`src/hw/x86_arch_pkg.sv`:
```
/*
 * Architectural constants for the 32-bit general registers.
 * Sized writes touch only the low byte or word and keep the upper bits.
 */
package x86_arch_pkg;

    localparam int NUM_GPRS = 8;

    typedef logic [2:0]  reg_num_t;
    typedef logic [31:0] data_word_t;

    localparam reg_num_t REG_ESP = 3'd4;
    localparam reg_num_t REG_ESI = 3'd6;
    localparam reg_num_t REG_EDI = 3'd7;

    typedef enum logic [1:0] {
        SZ_NONE  = 2'd0,
        SZ_BYTE  = 2'd1,
        SZ_WORD  = 2'd2,
        SZ_DWORD = 2'd3
    } op_size_t;

    // Kinds other than these two carry no register
    typedef enum logic [2:0] {
        OPND_NONE      = 3'd0,
        OPND_DEC_REG   = 3'd1,
        OPND_MODRM_REG = 3'd4
    } opnd_kind_t;

    // Jumps do not write op0
    localparam logic [3:0] ALU_JMP = 4'd6;

    // Sized write into an existing register value
    function automatic data_word_t sized_merge(data_word_t old_val, data_word_t new_val,
                                               op_size_t size);
        data_word_t merged;
        merged = old_val;
        case (size)
            SZ_BYTE:  merged[7:0] = new_val[7:0];
            SZ_WORD:  merged[15:0] = new_val[15:0];
            SZ_DWORD: merged = new_val;
            default:  merged = old_val;
        endcase
        return merged;
    endfunction

    // Step an address by the operand size in bytes
    function automatic data_word_t step_addr(data_word_t value, op_size_t size, logic down);
        data_word_t delta;
        case (size)
            SZ_BYTE:  delta = 32'd1;
            SZ_WORD:  delta = 32'd2;
            SZ_DWORD: delta = 32'd4;
            default:  delta = 32'd0;
        endcase
        return down ? value - delta : value + delta;
    endfunction

endpackage

```
`src/hw/ra_pipe_pkg.sv`:
```
/*
 * Bundles exchanged by the register access stage.
 * Only the fields this stage reads or produces are carried.
 */
package ra_pipe_pkg;

    import x86_arch_pkg::*;

    // Decoded instruction from the decoder
    typedef struct packed {
        op_size_t   size;
        opnd_kind_t op0_kind;
        opnd_kind_t op1_kind;
        reg_num_t   op0_reg;
        reg_num_t   op1_reg;
        logic [7:0] modrm;
        logic [3:0] alu_op;
        logic       stack_pop;
        logic       stack_push;
        logic       movs;
        logic       set_df;
        logic       clr_df;
    } decode_bundle_t;

    // Register writeback
    typedef struct packed {
        logic       en;
        reg_num_t   reg_num;
        op_size_t   size;
        data_word_t data;
    } wb_bundle_t;

    // Toward address generation
    typedef struct packed {
        op_size_t   size;
        logic [3:0] alu_op;
        reg_num_t   op0_reg;
        reg_num_t   op1_reg;
        data_word_t op0_val;
        data_word_t op1_val;
        data_word_t stack_addr;
        // ESI and EDI after any MOVS step
        data_word_t esi;
        data_word_t edi;
        logic       stack_pop;
        logic       stack_push;
    } ra_out_bundle_t;

endpackage

```
`src/hw/gpr_file.sv`:
```
/*
 * Eight 32-bit general registers, one sized writeback port.
 * ESI/EDI outputs already include the MOVS step while str_step is high.
 * A writeback of ESI or EDI wins over a step in the same cycle.
 */
module gpr_file
    import x86_arch_pkg::*, ra_pipe_pkg::*;
(
    input  logic       clk,
    input  logic       arst_n,
    input  wb_bundle_t wb,
    input  reg_num_t   rd_a,
    input  reg_num_t   rd_b,
    output data_word_t rd_a_data,
    output data_word_t rd_b_data,
    output data_word_t esp,
    output data_word_t esi,
    output data_word_t edi,
    input  logic       str_step,
    input  op_size_t   str_size,
    input  logic       flag_df
);

    data_word_t gpr [NUM_GPRS];
    data_word_t esi_next;
    data_word_t edi_next;

    // Downward when the direction flag is set
    assign esi_next = step_addr(gpr[REG_ESI], str_size, flag_df);
    assign edi_next = step_addr(gpr[REG_EDI], str_size, flag_df);

    always_ff @(posedge clk or negedge arst_n) begin
        if (!arst_n) begin
            for (int i = 0; i < NUM_GPRS; i++) begin
                gpr[i] <= '0;
            end
        end else begin
            if (str_step) begin
                gpr[REG_ESI] <= esi_next;
                gpr[REG_EDI] <= edi_next;
            end
            // Later assignment, so writeback takes priority
            if (wb.en) begin
                gpr[wb.reg_num] <= sized_merge(gpr[wb.reg_num], wb.data, wb.size);
            end
        end
    end

    // Combinational reads
    assign rd_a_data = gpr[rd_a];
    assign rd_b_data = gpr[rd_b];
    assign esp = gpr[REG_ESP];

    assign esi = str_step ? esi_next : gpr[REG_ESI];
    assign edi = str_step ? edi_next : gpr[REG_EDI];

    // String pointers must not be written back while a MOVS is accepted
    a_no_step_wb_clash: assert property (
        @(posedge clk) disable iff (!arst_n)
        str_step |-> !(wb.en && (wb.reg_num == REG_ESI || wb.reg_num == REG_EDI))
    );

endmodule

```
`src/hw/gpr_scoreboard.sv`:
```
/*
 * One pending bit per register for writes still in flight.
 * Set and clear land at the clock edge, hazard is combinational.
 * The caller qualifies set_en and the used bits.
 */
module gpr_scoreboard
    import x86_arch_pkg::*, ra_pipe_pkg::*;
#(
    parameter int NUM_REGS = 8
) (
    input  logic       clk,
    input  logic       arst_n,
    input  reg_num_t   src_a,
    input  logic       src_a_used,
    input  reg_num_t   src_b,
    input  logic       src_b_used,
    input  reg_num_t   dst,
    input  logic       set_en,
    input  wb_bundle_t clr,
    output logic       hazard
);

    logic [NUM_REGS-1:0] pending;

    always_ff @(posedge clk or negedge arst_n) begin
        if (!arst_n) begin
            pending <= '0;
        end else begin
            if (clr.en) begin
                pending[clr.reg_num] <= 1'b0;
            end
            if (set_en) begin
                pending[dst] <= 1'b1;
            end
        end
    end

    // Any used source still waiting on writeback
    always_comb begin
        hazard = 1'b0;
        if (src_a_used && pending[src_a]) begin
            hazard = 1'b1;
        end
        if (src_b_used && pending[src_b]) begin
            hazard = 1'b1;
        end
    end

    // Op0 is also a source, so a new writer waits for the old writeback
    a_no_set_clr_same_reg: assert property (
        @(posedge clk) disable iff (!arst_n)
        !(set_en && clr.en && dst == clr.reg_num)
    );

endmodule

```
`src/hw/stack_pointer_tracker.sv`:
```
/*
 * Speculative working ESP for push and pop, loaded by ESP writeback.
 * Stack addresses are flat; the SS base is taken as zero.
 * A stack operation stalls in the cycle that ESP is written back.
 */
module stack_pointer_tracker
    import x86_arch_pkg::*, ra_pipe_pkg::*;
(
    input  logic       clk,
    input  logic       arst_n,
    input  logic       accept,
    input  logic       pop,
    input  logic       push,
    input  op_size_t   size,
    input  wb_bundle_t wb,
    output data_word_t stack_addr,
    output logic       esp_stall
);

    data_word_t work_esp;
    data_word_t esp_down;
    data_word_t esp_up;
    logic       wb_esp;

    assign wb_esp = wb.en && (wb.reg_num == REG_ESP);

    assign esp_down = step_addr(work_esp, size, 1'b1);
    assign esp_up = step_addr(work_esp, size, 1'b0);

    // Push uses the decremented value, pop the current one
    assign stack_addr = push ? esp_down : work_esp;

    assign esp_stall = (pop || push) && wb_esp;

    always_ff @(posedge clk or negedge arst_n) begin
        if (!arst_n) begin
            work_esp <= '0;
        end else if (wb_esp) begin
            work_esp <= sized_merge(work_esp, wb.data, wb.size);
        end else if (accept && push) begin
            work_esp <= esp_down;
        end else if (accept && pop) begin
            work_esp <= esp_up;
        end
    end

    a_stack_op_not_byte: assert property (
        @(posedge clk) disable iff (!arst_n)
        accept && (pop || push) |-> size != SZ_BYTE
    );

endmodule

```
`src/hw/ra_output_stage.sv`:
```
/*
 * One-entry valid/ready register toward address generation.
 * Accepts a new entry in the same cycle the held one leaves.
 */
module ra_output_stage
    import ra_pipe_pkg::*;
(
    input  logic           clk,
    input  logic           arst_n,
    input  logic           in_valid,
    output logic           in_ready,
    input  ra_out_bundle_t in_bundle,
    output logic           out_valid,
    input  logic           out_ready,
    output ra_out_bundle_t out_bundle
);

    logic load;

    assign in_ready = !out_valid || out_ready;
    assign load = in_valid && in_ready;

    always_ff @(posedge clk or negedge arst_n) begin
        if (!arst_n) begin
            out_valid <= 1'b0;
        end else if (in_ready) begin
            out_valid <= in_valid;
        end
    end

    // Payload only
    always_ff @(posedge clk) begin
        if (load) begin
            out_bundle <= in_bundle;
        end
    end

    // Held entry must not change under back-pressure
    a_hold_stable: assert property (
        @(posedge clk) disable iff (!arst_n)
        out_valid && !out_ready |=> out_valid && $stable(out_bundle)
    );

endmodule

```
`src/hw/register_access_top.sv`:
```
/*
 * Register access stage: operand lookup, hazard stall, stack and MOVS pointers.
 * One instruction per handshake; results appear one cycle after acceptance.
 * No flush; the architectural ESP changes only through writeback.
 */
module register_access_top
    import x86_arch_pkg::*, ra_pipe_pkg::*;
(
    input  logic           clk,
    input  logic           arst_n,
    input  logic           d_valid,
    output logic           d_ready,
    input  decode_bundle_t d_bundle,
    output logic           r_valid,
    input  logic           r_ready,
    output ra_out_bundle_t r_bundle,
    input  wb_bundle_t     wb,
    input  logic           flag_df
);

    reg_num_t       op0_reg;
    reg_num_t       op1_reg;
    logic           op0_used;
    logic           op1_used;
    data_word_t     rd_a_data;
    data_word_t     rd_b_data;
    data_word_t     gpr_esi;
    data_word_t     gpr_edi;
    data_word_t     stack_addr;
    logic           hazard;
    logic           esp_stall;
    logic           room;
    logic           accept;
    logic           set_en;
    logic           str_step;
    ra_out_bundle_t stage_bundle;

    // Kind 4 takes the register from modrm r/m
    assign op0_reg = (d_bundle.op0_kind == OPND_MODRM_REG) ? d_bundle.modrm[2:0]
                                                           : d_bundle.op0_reg;
    assign op1_reg = (d_bundle.op1_kind == OPND_MODRM_REG) ? d_bundle.modrm[2:0]
                                                           : d_bundle.op1_reg;

    assign op0_used = (d_bundle.op0_kind == OPND_MODRM_REG)
                   || (d_bundle.op0_kind == OPND_DEC_REG);
    assign op1_used = (d_bundle.op1_kind == OPND_MODRM_REG)
                   || (d_bundle.op1_kind == OPND_DEC_REG);

    // Hold off while stalled, only when something is offered
    assign d_ready = room && (!d_valid || !(hazard || esp_stall));
    assign accept = d_valid && d_ready;

    assign set_en = accept && op0_used && (d_bundle.alu_op != ALU_JMP);
    assign str_step = accept && d_bundle.movs;

    gpr_file u_gpr_file (
        .clk       (clk),
        .arst_n    (arst_n),
        .wb        (wb),
        .rd_a      (op0_reg),
        .rd_b      (op1_reg),
        .rd_a_data (rd_a_data),
        .rd_b_data (rd_b_data),
        .esp       (),
        .esi       (gpr_esi),
        .edi       (gpr_edi),
        .str_step  (str_step),
        .str_size  (d_bundle.size),
        .flag_df   (flag_df)
    );

    gpr_scoreboard #(
        .NUM_REGS (NUM_GPRS)
    ) u_gpr_scoreboard (
        .clk        (clk),
        .arst_n     (arst_n),
        .src_a      (op0_reg),
        .src_a_used (op0_used),
        .src_b      (op1_reg),
        .src_b_used (op1_used),
        .dst        (op0_reg),
        .set_en     (set_en),
        .clr        (wb),
        .hazard     (hazard)
    );

    stack_pointer_tracker u_stack_pointer_tracker (
        .clk        (clk),
        .arst_n     (arst_n),
        .accept     (accept),
        .pop        (d_bundle.stack_pop),
        .push       (d_bundle.stack_push),
        .size       (d_bundle.size),
        .wb         (wb),
        .stack_addr (stack_addr),
        .esp_stall  (esp_stall)
    );

    always_comb begin
        stage_bundle.size       = d_bundle.size;
        stage_bundle.alu_op     = d_bundle.alu_op;
        stage_bundle.op0_reg    = op0_reg;
        stage_bundle.op1_reg    = op1_reg;
        stage_bundle.op0_val    = rd_a_data;
        stage_bundle.op1_val    = rd_b_data;
        stage_bundle.stack_addr = stack_addr;
        stage_bundle.esi        = gpr_esi;
        stage_bundle.edi        = gpr_edi;
        stage_bundle.stack_pop  = d_bundle.stack_pop;
        stage_bundle.stack_push = d_bundle.stack_push;
    end

    ra_output_stage u_ra_output_stage (
        .clk        (clk),
        .arst_n     (arst_n),
        .in_valid   (accept),
        .in_ready   (room),
        .in_bundle  (stage_bundle),
        .out_valid  (r_valid),
        .out_ready  (r_ready),
        .out_bundle (r_bundle)
    );

endmodule

```
`config.mk`:
```
export PLATFORM = sky130hd
export DESIGN_NAME = register_access_top
export DESIGN_NICKNAME = d
export VERILOG_FILES = /design/src/hw/x86_arch_pkg.sv /design/src/hw/ra_pipe_pkg.sv /design/src/hw/gpr_file.sv /design/src/hw/gpr_scoreboard.sv /design/src/hw/stack_pointer_tracker.sv /design/src/hw/ra_output_stage.sv /design/src/hw/register_access_top.sv
export SDC_FILE = /design/constraint.sdc
export NUM_CORES = 1
export LEC_CHECK = 0
export BUFFER_PORTS_ARGS = -buffer_cell sky130_fd_sc_hd__buf_2
export CELL_PAD_IN_SITES_DETAIL_PLACEMENT = 0
export CELL_PAD_IN_SITES_GLOBAL_PLACEMENT = 2
export CORE_MARGIN = 2
export CORE_UTILIZATION = 41
export DETAILED_ROUTE_END_ITERATION = 12
export GPL_TIMING_DRIVEN = 0
export PLACE_DENSITY_LB_ADDON = 0.1
export SETUP_SLACK_MARGIN = 0.4
export SYNTH_ARGS = -nofsm -noshare
export SYNTH_HDL_FRONTEND = slang
export SYNTH_SLANG_ARGS = --single-unit
export TNS_END_PERCENT = 10
```
`constraint.sdc`:
```
create_clock -name clk -period 11.2 [get_ports clk]
set_input_delay 0.56 -clock clk [delete_from_list [all_inputs] [get_ports clk]]
set_output_delay 0.56 -clock clk [all_outputs]
set_load 0.01 [all_outputs]
```
# == Word level (Yosys, flattened, before mapping) ==
# Cells that the tools add are included.
# totals
ff_bits,471
output_inout_bits,176
inputBits,74
# op_classes
n_reduce_logical,30
order_cmp,9
bitwise,6
eq_ne,15
add_sub_neg,6
n_mux,46
# ops
operator,n
32-bit two-way mux,15
32-bit binary-select mux with 3-bit select,3
256-bit bitwise mux,1
64-bit two-way mux,2
32-bit demux with 3-bit select,1
32-bit adder,2
8-bit two-way mux,8
32-bit subtractor,2
16-bit two-way mux,3
32-bit by 3-bit adder with 32-bit output,1
32-bit by 3-bit subtractor with 32-bit output,1
1-bit logical AND,15
4-bit >= comparator (second input constant),3
3-bit by 4-bit less-than comparator with 1-bit output (second input constant),3
3-bit NOT with 4-bit output,3
3-bit equality test (second input constant),3
3-bit one-hot mux with 3 select lines,1
8-bit AND,1
2-bit equality test (second input constant),4
8-bit NOT,1
8-bit bitwise OR,1
1-bit binary-select mux with 3-bit select,2
1-bit demux with 3-bit select,2
3-bit by 1-bit equality test with 1-bit output (second input constant),2
13 further kinds,32

# == Longest topological paths before layout ==
# Gate-level depths: netlist of run 1.
# logic_depth
depth_word,16
depth_mapped,17
mapped_depth_nobuf,16

# == Hierarchy ==
# From an unflattened synthesis of run 1, not the netlist that was laid out.
# unflattened
cells_unflattened,2574
hier_area_um2,28994.1
# by_module_without_submodules
module,seq_area_each_um2,n_inst,area_per_inst_um2,cells_per_inst
gpr_file,6406.1,1,19491.2,1860
ra_output_stage,5250.0,1,5278.8,178
stack_pointer_tracker,800.8,1,3539.6,468
gpr_scoreboard,200.2,1,499.2,50
register_access_top,0.0,1,185.2,18

# == Worst setup path before layout of run 1 ==
# OpenSTA, ideal clock, no wires.
# synth_path
kind,input-to-reg
startpoint,input d_bundle[23] in the netlist's numbering
endpoint,"register u_ra_output_stage.out_bundle[0] in the netlist's numbering, enable pin"
path_stages,9
required_ns,10.675
setup_time_ns,0.525
n_path_buf,1
slack_ns,5.236
arrival_ns,5.438
path_cell_list,or3b_1 > buf_2 > a21oi_4 > inv_2 > a211oi_1 > a311oi_1 > o21ai_2 > nand3_2 > inv_1
# synth_via
elab_chain_len,12
word_cells_on_any_way,14
# synth_rtl
element,line_no,source
start: declaration,register_access_top.sv:13,"input decode_bundle_t d_bundle,"
3-bit equality test,"register_access_top.sv:41, register_access_top.sv:46",
3-bit two-way mux,register_access_top.sv:41,assign op1_reg = (d_bundle.op1_kind == OPND_MODRM_REG) ? d_bundle.modrm[2:0]
1-bit binary-select mux with 3-bit select,gpr_scoreboard.sv:44,if (src_b_used && pending[src_b]) begin
1-bit two-way mux (implied by the code),gpr_scoreboard.sv:44,
1-bit logical AND (*),gpr_scoreboard.sv:44,
1-bit two-way mux (*),gpr_scoreboard.sv:44,
1-bit logical OR (*),register_access_top.sv:50,assign d_ready = room && (!d_valid || !(hazard || esp_stall));
1-bit logical NOT (*),register_access_top.sv:50,
1-bit logical OR (*),register_access_top.sv:50,
1-bit logical AND (*),register_access_top.sv:50,
1-bit logical AND (*),register_access_top.sv:51,assign accept = d_valid && d_ready;
1-bit logical AND (*),ra_output_stage.sv:21,assign load = in_valid && in_ready;
net u_ra_output_stage.load,ra_output_stage.sv:18,logic load;
end signal: assignment,ra_output_stage.sv:34,out_bundle <= in_bundle;
end: declaration,ra_output_stage.sv:15,output ra_out_bundle_t out_bundle
# The timed path passes the listed nets; every way through them passes the cells marked *. The select of a mux whose other input is x is not followed.
# A chain may end at the register's enable or synchronous reset.

# == Worst setup path after layout of run 1 ==
# layout_path
startpoint,input d_bundle[29] in the netlist's numbering
endpoint,register u_gpr_file.gpr[31] in the netlist's numbering
# layout_via
elab_chain_len,7
word_cells_on_any_way,10
# layout_rtl
element,line_no,source
2-bit equality test / 2-bit by 1-bit equality test with 1-bit output (equally long branches),x86_arch_pkg.sv:50,case (size)
3-bit one-hot mux with 3 select lines (*),x86_arch_pkg.sv:50,
32-bit adder / 32-bit subtractor (equally long branches),x86_arch_pkg.sv:56,return down ? value - delta : value + delta;
32-bit two-way mux (*),x86_arch_pkg.sv:56,
64-bit two-way mux (*),gpr_file.sv:38,if (str_step) begin
256-bit bitwise mux,gpr_file.sv:44,"gpr[wb.reg_num] <= sized_merge(gpr[wb.reg_num], wb.data, wb.size);"
64-bit two-way mux (*),gpr_file.sv:43,if (wb.en) begin
end signal: indexed assignment,gpr_file.sv:39,gpr[REG_ESI] <= esi_next;
end signal: indexed assignment,gpr_file.sv:40,gpr[REG_EDI] <= edi_next;
end signal: indexed assignment,gpr_file.sv:44,
end: declaration,gpr_file.sv:24,data_word_t gpr [NUM_GPRS];
# Every way passes the cells marked *; elsewhere a longest branch is shown, timed or not.

==> flow_summary.ini, run 1 <==
[layout]
num-nets-final = 3584
finalNonFillerCells = 4354
areaGrowthSynthToFinish_pct = 16.0
drive_above_1_share = 0.139

[logic_synthesis]
netlist_top_cells_count = 816 x nand2_1, 368 x o21ai_0, 297 x dfrtp_1
syn_avg_cell_area_um2 = 8.97
synthTopCellsByArea = dfrtp_1 26%, edfxtp_1 19%, nand2_1 11%, o21ai_0 6.6%, mux4_2 6.5%
synth.most_common_cell = nand2_1
synth_cell_types = 81
yosysWarnings = 0
syn_area_mm2 = 0.0281
synth_flop_cell = dfrtp_1
yosysTopAreaCellShare = 0.265
yosysSeqAreaShare = 0.451
synth-seq-cells = 471
syn_nets = 3283
synthArstFlopShare = 0.631
synth_edf_count = 174
synthCells = 3130
synth_top_area_cell = dfrtp_1

[clocking]
clock-sinks = 471
clk_latency_ns = 0.65
clockRootBuffer = clkbuf_16
cts_setup_buffers = 0
clockBufferDepth = 3
clkSlewWorstSetupHoldPaths_ns = 0.06
holdBufCountCts = 0
cts_tree = yes
cts_inserted_buffers = 56
cts_resized = 0
h-tree-depth = 2

[grt]
grt_pass1_wl_mm = 180
grt-ovfl-total = 0
grtUsageTotal = 0.353
grt_pass1_vias = 25800
grt_max_degree = 114
grt_antenna_before_repair = 3

[die]
die_h_um = 266
fp-row-count = 95
die_area_mm2 = 0.0706
die_w_um = 266
coreArea_mm2 = 0.0675
boundaryPins = 250
initial_core_util = 0.416

[power]
pwr_density_cell_mw_per_mm2 = 242
p_leak_nw = 13.9
ir_drop_v = 0.000137

[placed_design]
gp_congestion = 0.955
placed_cells = 4246
dpl.hpwl_mm = 93.3
numPortBuffers = 238
place_ws_ns = 5.21

[worst_setup_path]
startpoint_type = input port
cp_slowest_stage_delay_ns = 0.64
crit_type = input port to flip-flop
crit_buf_inv = 4
worst-endpoint-required_ns = 11.78
cp_top_family = compound AO/OA/AOI/OAI gates
end_kind = flip-flop
worstPathArrival_ns = 5.84
cp_max_fo = 40
slowest_stage = o21ai_0
cp_cell_sequence = buf_2 > inv_1 > ha_1 > nor2_1 > inv_2 > buf_12 > ha_1 > a21oi_1 > o21ai_0 > nor2_1 > nand3_1 > o21ai_1 > o21a_1 > o21ai_1 > o21ai_0 > mux2i_1 > xor2_1 > a21o_1

[run_status]
status = complete, but fails checks
violations = negative hold slack, max-capacitance violations, max-slew violations

[timing]
slew_headroom = -0.0118
hold_ws_ns = -0.0310
fin_crit_sh = 0.470
fin_setup_tns_ns = 0
timing.fmax_ghz = 0.190
tightest_slew_ns = 1.50
setup_viol_count_final = 0
finalCriticalPeriod_ns = 5.26
setup_slack_ns = 5.94
hold_viol = 10
rsz0062_at_grt = no
skew_ns = 0.0248
drv_slew = 9

[routing]
drc_errors = 0
avgRoutedWirePerCell_um = 29.2
drtIter0Drc = 3278
num_vias = 26900
drtPass1Iterations = 6
viasPerCell = 6.19
routed_wl_mm = 127
drtAntennaViolNets = 0

[min_path]
hp-class = input port to asynchronous set/reset pin

[run]
maxCapViolCount = 1
==> report_power, final <==
group          internal (W)  switching (W)
clock               0.00126       0.000808
combinational       0.00113        0.00176
sequential          0.00233       0.000598
==> through the flow <==
step	area, um2	total power (W)	utilization
finish	32600	0.00789	0.483
global route	32600	0.00831	0.482
CTS	32600	0.00783	0.482
detailed placement	30500	0.00575	0.452
global placement	30400	0.00571	0.450
floorplan	28100	0.00465	-
==> layout make-up <==
type,count,area (um2)
Sequential cell,471,12700
Inverter,58,223
Clock buffer,67,1520
Tap cell,873,1090
Buffer,210,828
Multi-Input combinational cell,2391,14400
Antenna cell,3,7.51
Clock inverter,38,548
Timing Repair Buffer,243,1310
Fill cell,6559,34900
==> routing by layer <==
metal / routed length [um] / GRT usage
met4: 6540 / 0.164
met1: 50000 / 0.461
met3: 13500 / 0.0909
met2: 56900 / 0.553
met5: 0 / 0
==> registers in the layout (all words and copies together), names as in the netlist <==
register                          flops
u_ra_output_stage.out_valid           1
u_gpr_file.gpr                      224
u_gpr_scoreboard.pending              8
u_ra_output_stage.out_bundle        174
u_gpr_file.esp                       32
u_stack_pointer_tracker.work_esp     32
==> final timing paths <==
kind / depth (start not counted) / slack [ns] / to / from
worst max-delay path: 18 / 5.94 / u_gpr_file.gpr[31] / d_bundle[29]
worst min-delay path: 1 / -0.03 / u_gpr_file.gpr[39] / arst_n
worst max register to register: 13 / 6.92 / u_gpr_file.gpr[30] / u_gpr_file.gpr[1]
worst min register to register: 2 / 0.49 / u_gpr_scoreboard.pending[1] / u_gpr_scoreboard.pending[1]
max in group asynchronous: 2 / 10.05 / u_gpr_file.gpr[90] / arst_n
min in group clk: 1 / 0.12 / u_ra_output_stage.out_bundle[170] / d_bundle[7]
==> cells in the final DEF (no fill, tap or decap), types with 24 or more instances in the layout <==
cell type	instances
dfrtp_1	297
inv_1	53
xnor2_1	53
xor2_1	40
ha_1	78
a21o_1	48
nor2_1	113
mux2i_1	45
o22ai_1	26
clkbuf_16	58
a21oi_1	187
o21ai_0	367
a31oi_1	30
edfxtp_1	174
mux4_2	81
nor3_1	40
buf_1	36
a221oi_1	24
buf_2	260
nand3_1	174
clkbuf_1	154
nand2_1	816
==> kinds of logic after synthesis <==
logic type | count (synthesis) | share of synthesized area
compound gates | 833 | 0.174
mux | 135 | 0.0848
simple gates | 1249 | 0.188
buf+inv | 268 | 0.0372
xor+xnor | 93 | 0.0290
flops | 471 | 0.451
fa+ha+maj | 81 | 0.0362
==> worst register-to-register path: cells and delay by family (launching register included) <==
family          cells  cell delay, ns
compound gates      8            2.41
xor+xnor            2            0.37
fa+ha+maj           1            0.21
buf+inv             1            0.25
flops               1            0.56
simple gates        1            0.37
(Power assumes the default switching activity.)
==> run 2: changes to the inputs <==
ABC_AREA = 1   (was not set)
CORE_UTILIZATION = 36   (was 41)
clock period = 5 ns   (was 11.2 ns; I/O delays follow)
==> flow_summary.ini, run 2 <==
[min_path]
hold_start = wb[5]
hp-class = input port to flip-flop

[timing]
finalCriticalPeriod_ns = 4.24
setup_slack_ns = 0.760
fin_crit_sh = 0.848
fin_setup_tns_ns = 0
drv_slew = 22
skew_ns = 0.0236
tightest_slew_ns = 1.52
hold_viol = 0
rsz0062_at_grt = no
setup_viol_count_final = 0
timing.fmax_ghz = 0.236
slew_headroom = -0.0138

[worst_setup_path]
cp_top_family = simple AND/OR/NAND/NOR gates
worst-endpoint-required_ns = 5.37
end_kind = flip-flop
crit_buf_inv = 4
cp_max_fo = 65
cp-startpoint = d_bundle[29]
path_common_cell = nand2_1
crit_type = input port to flip-flop
cp_slowest_stage_delay_ns = 0.60
startpoint_type = input port
worstReg2RegStart = u_gpr_scoreboard.pending[6]
slowest_stage = nand2_4
worstPathArrival_ns = 4.61
cp_cell_sequence = dlygate4sd3_1 > buf_2 > inv_1 > ha_1 > inv_1 > nand2_4 > nand2_1 > xnor2_1 > nand2_1 > o21bai_1 > nand2_1 > nand2_1 > nand2_1 > nand2_1 > nand2_1 > nand2_1 > nand2_1 > nand2_1 > nand2_1 > and2_1

[layout]
top_regs = u_gpr_file.gpr: 224 flops, u_ra_output_stage.out_bundle: 174 flops
final_cell_area_mm2 = 0.0346
postLayoutCoreUtil = 0.423
drive_above_1_share = 0.0977
num-nets-final = 4371
regMostFlops = u_gpr_file.gpr
most-common-layout-cells = 950 x nand2_1, 518 x o21ai_0, 340 x inv_1
mostFrequentLayoutCell = nand2_1
largest_reg_flops = 224
areaGrowthSynthToFinish_pct = 16.8
finalNonFillerCells = 5340

[logic_synthesis]
netlist_top_cells_count = 950 x nand2_1, 520 x o21ai_0, 340 x inv_1
synth_top_area_cell = dfrtp_1
syn_avg_cell_area_um2 = 7.61
synth_edf_count = 174
syn_area_mm2 = 0.0296
syn_nets = 4043
synthTopCellsByArea = dfrtp_1 25%, edfxtp_1 18%, nand2_1 12%, o21ai_0 8.8%, inv_1 4.3%
synth-seq-cells = 471
synthArstFlopShare = 0.631
yosysWarnings = 0
synth_cell_types = 56
yosysSeqAreaShare = 0.428
synthCells = 3890
synth_flop_cell = dfrtp_1
yosysTopAreaCellShare = 0.251
synth.most_common_cell = nand2_1

[die]
die_h_um = 291
coreArea_mm2 = 0.0817
boundaryPins = 250
die_w_um = 291
fp-row-count = 105
die_area_mm2 = 0.0845
initial_core_util = 0.362

[clocking]
clockRootBuffer = clkbuf_16
h-tree-depth = 2
clock-sinks = 471
clockBufferDepth = 3
cts_resized = 0
clkSlewWorstSetupHoldPaths_ns = 0.06
cts_setup_buffers = 0
clk_latency_ns = 0.65
cts_tree = yes
cts_inserted_buffers = 57

[routing]
num_vias = 31200
routed_wl_mm = 158
drtPass1Iterations = 6
drc_errors = 0
avgRoutedWirePerCell_um = 29.6
drtAntennaViolNets = 0
drtIter0Drc = 3700
viasPerCell = 5.84

[placed_design]
placed_cells = 5207
dpl.hpwl_mm = 119
place_ws_ns = 0.641
dpl_cell_area_mm2 = 0.0323
numPortBuffers = 241
gp_congestion = 1.00

[grt]
grt-ovfl-total = 0
grtUsageTotal = 0.366
use_met3 = 0.0928
grt.met2_usage = 0.565
grt_pass1_vias = 30000
grt_antenna_before_repair = 6
top_usage_layer = met2
grt_pass1_wl_mm = 223
grt_use_met1 = 0.475
grt_max_degree = 109

[power]
ir_drop_v = 0.000304
pwr_density_cell_mw_per_mm2 = 559
p_leak_nw = 15.3

[run]
maxCapViolCount = 2

[run_status]
status = complete, but fails checks
violations = max-capacitance violations, max-slew violations
run 2: changes by cell type after synthesis, moves of 25 or more:
cell / previous run / this run
o21ai_0: 368 / 520
inv_1: 55 / 340
o21ai_1: 22 / 50
mux4_2: 81 / 0
clkbuf_1: 148 / 183
xor2_1: 40 / 65
o211ai_1: 9 / 34
a22oi_1: 14 / 54
a21o_1: 48 / 5
a21oi_1: 187 / 218
mux2i_1: 45 / 0
nand3_1: 174 / 224
nor2_1: 113 / 266
nand2_1: 816 / 950
run 2: power by group:
part	internal, W	switching, W
combinational	0.00256	0.00553
clock	0.00282	0.00182
sequential	0.00518	0.00141
total	0.0106	0.00876
run 2: layout make-up:
type,instances,area [um2]
repair buffers,269,1570
diodes,3,7.51
fillers,8724,47100
multi-input cells,2852,14800
clock buffers,77,1620
inverters,355,1330
well taps,1070,1340
clock inverters,31,437
plain buffers,212,835
flip-flops and latches,471,12700
run 2: cells by family (layout without fill, tap and decap cells):
logic type / Yosys count / count (layout) / synth area share
xor gates and xnor gates: 104 / 104 / 0.0308
other: 0 / 3 / 0
AOI/OAI and AO/OA: 1088 / 1088 / 0.213
buffers and inverters: 567 / 944 / 0.0729
DFF: 471 / 471 / 0.428
adders and majority gates: 79 / 79 / 0.0337
and+or+nand+nor: 1581 / 1581 / 0.222
run 2: final timing paths:
kind / end / slack (ns) / cells past startpoint
worst max-delay path: u_ra_output_stage.out_bundle[26] / 0.76 / 20
worst min-delay path: u_stack_pointer_tracker.work_esp[5] / 0.04 / 4
worst max register to register: u_stack_pointer_tracker.work_esp[1] / 1.32 / 15
worst min register to register: u_stack_pointer_tracker.work_esp[31] / 0.48 / 2
max in group asynchronous: u_stack_pointer_tracker.work_esp[13] / 3.36 / 5
min in group asynchronous: u_gpr_file.gpr[15] / 0.19 / 3
run 2: stage by stage:
step,power (W),hold slack [ns]
finish,0.0193,0.0369
global route,0.0204,0.0329
CTS,0.0192,0.000462
detailed placement,0.0145,0.0408
global placement,0.0145,0.442
floorplan,0.0111,-0.0456
run 2: tightest hold or removal path, cell delays in order:
cell and delay (ns):
buf_2 0.14, or2_2 0.12, nand3_1 0.07, nand2_1 0.06
run 2: timing repair:
action / in CTS / in global routing
endpoints found under the setup margin: 0 / 0
hold endpoints to repair: 130 / 0
hold buffers: 22 / 0
run 2: routing by layer:
layer | share of wire | wire length, um
met5 | 0 | 0
met2 | 0.44 | 69000
met3 | 0.10 | 15900
met1 | 0.40 | 63900
met4 | 0.058 | 9190
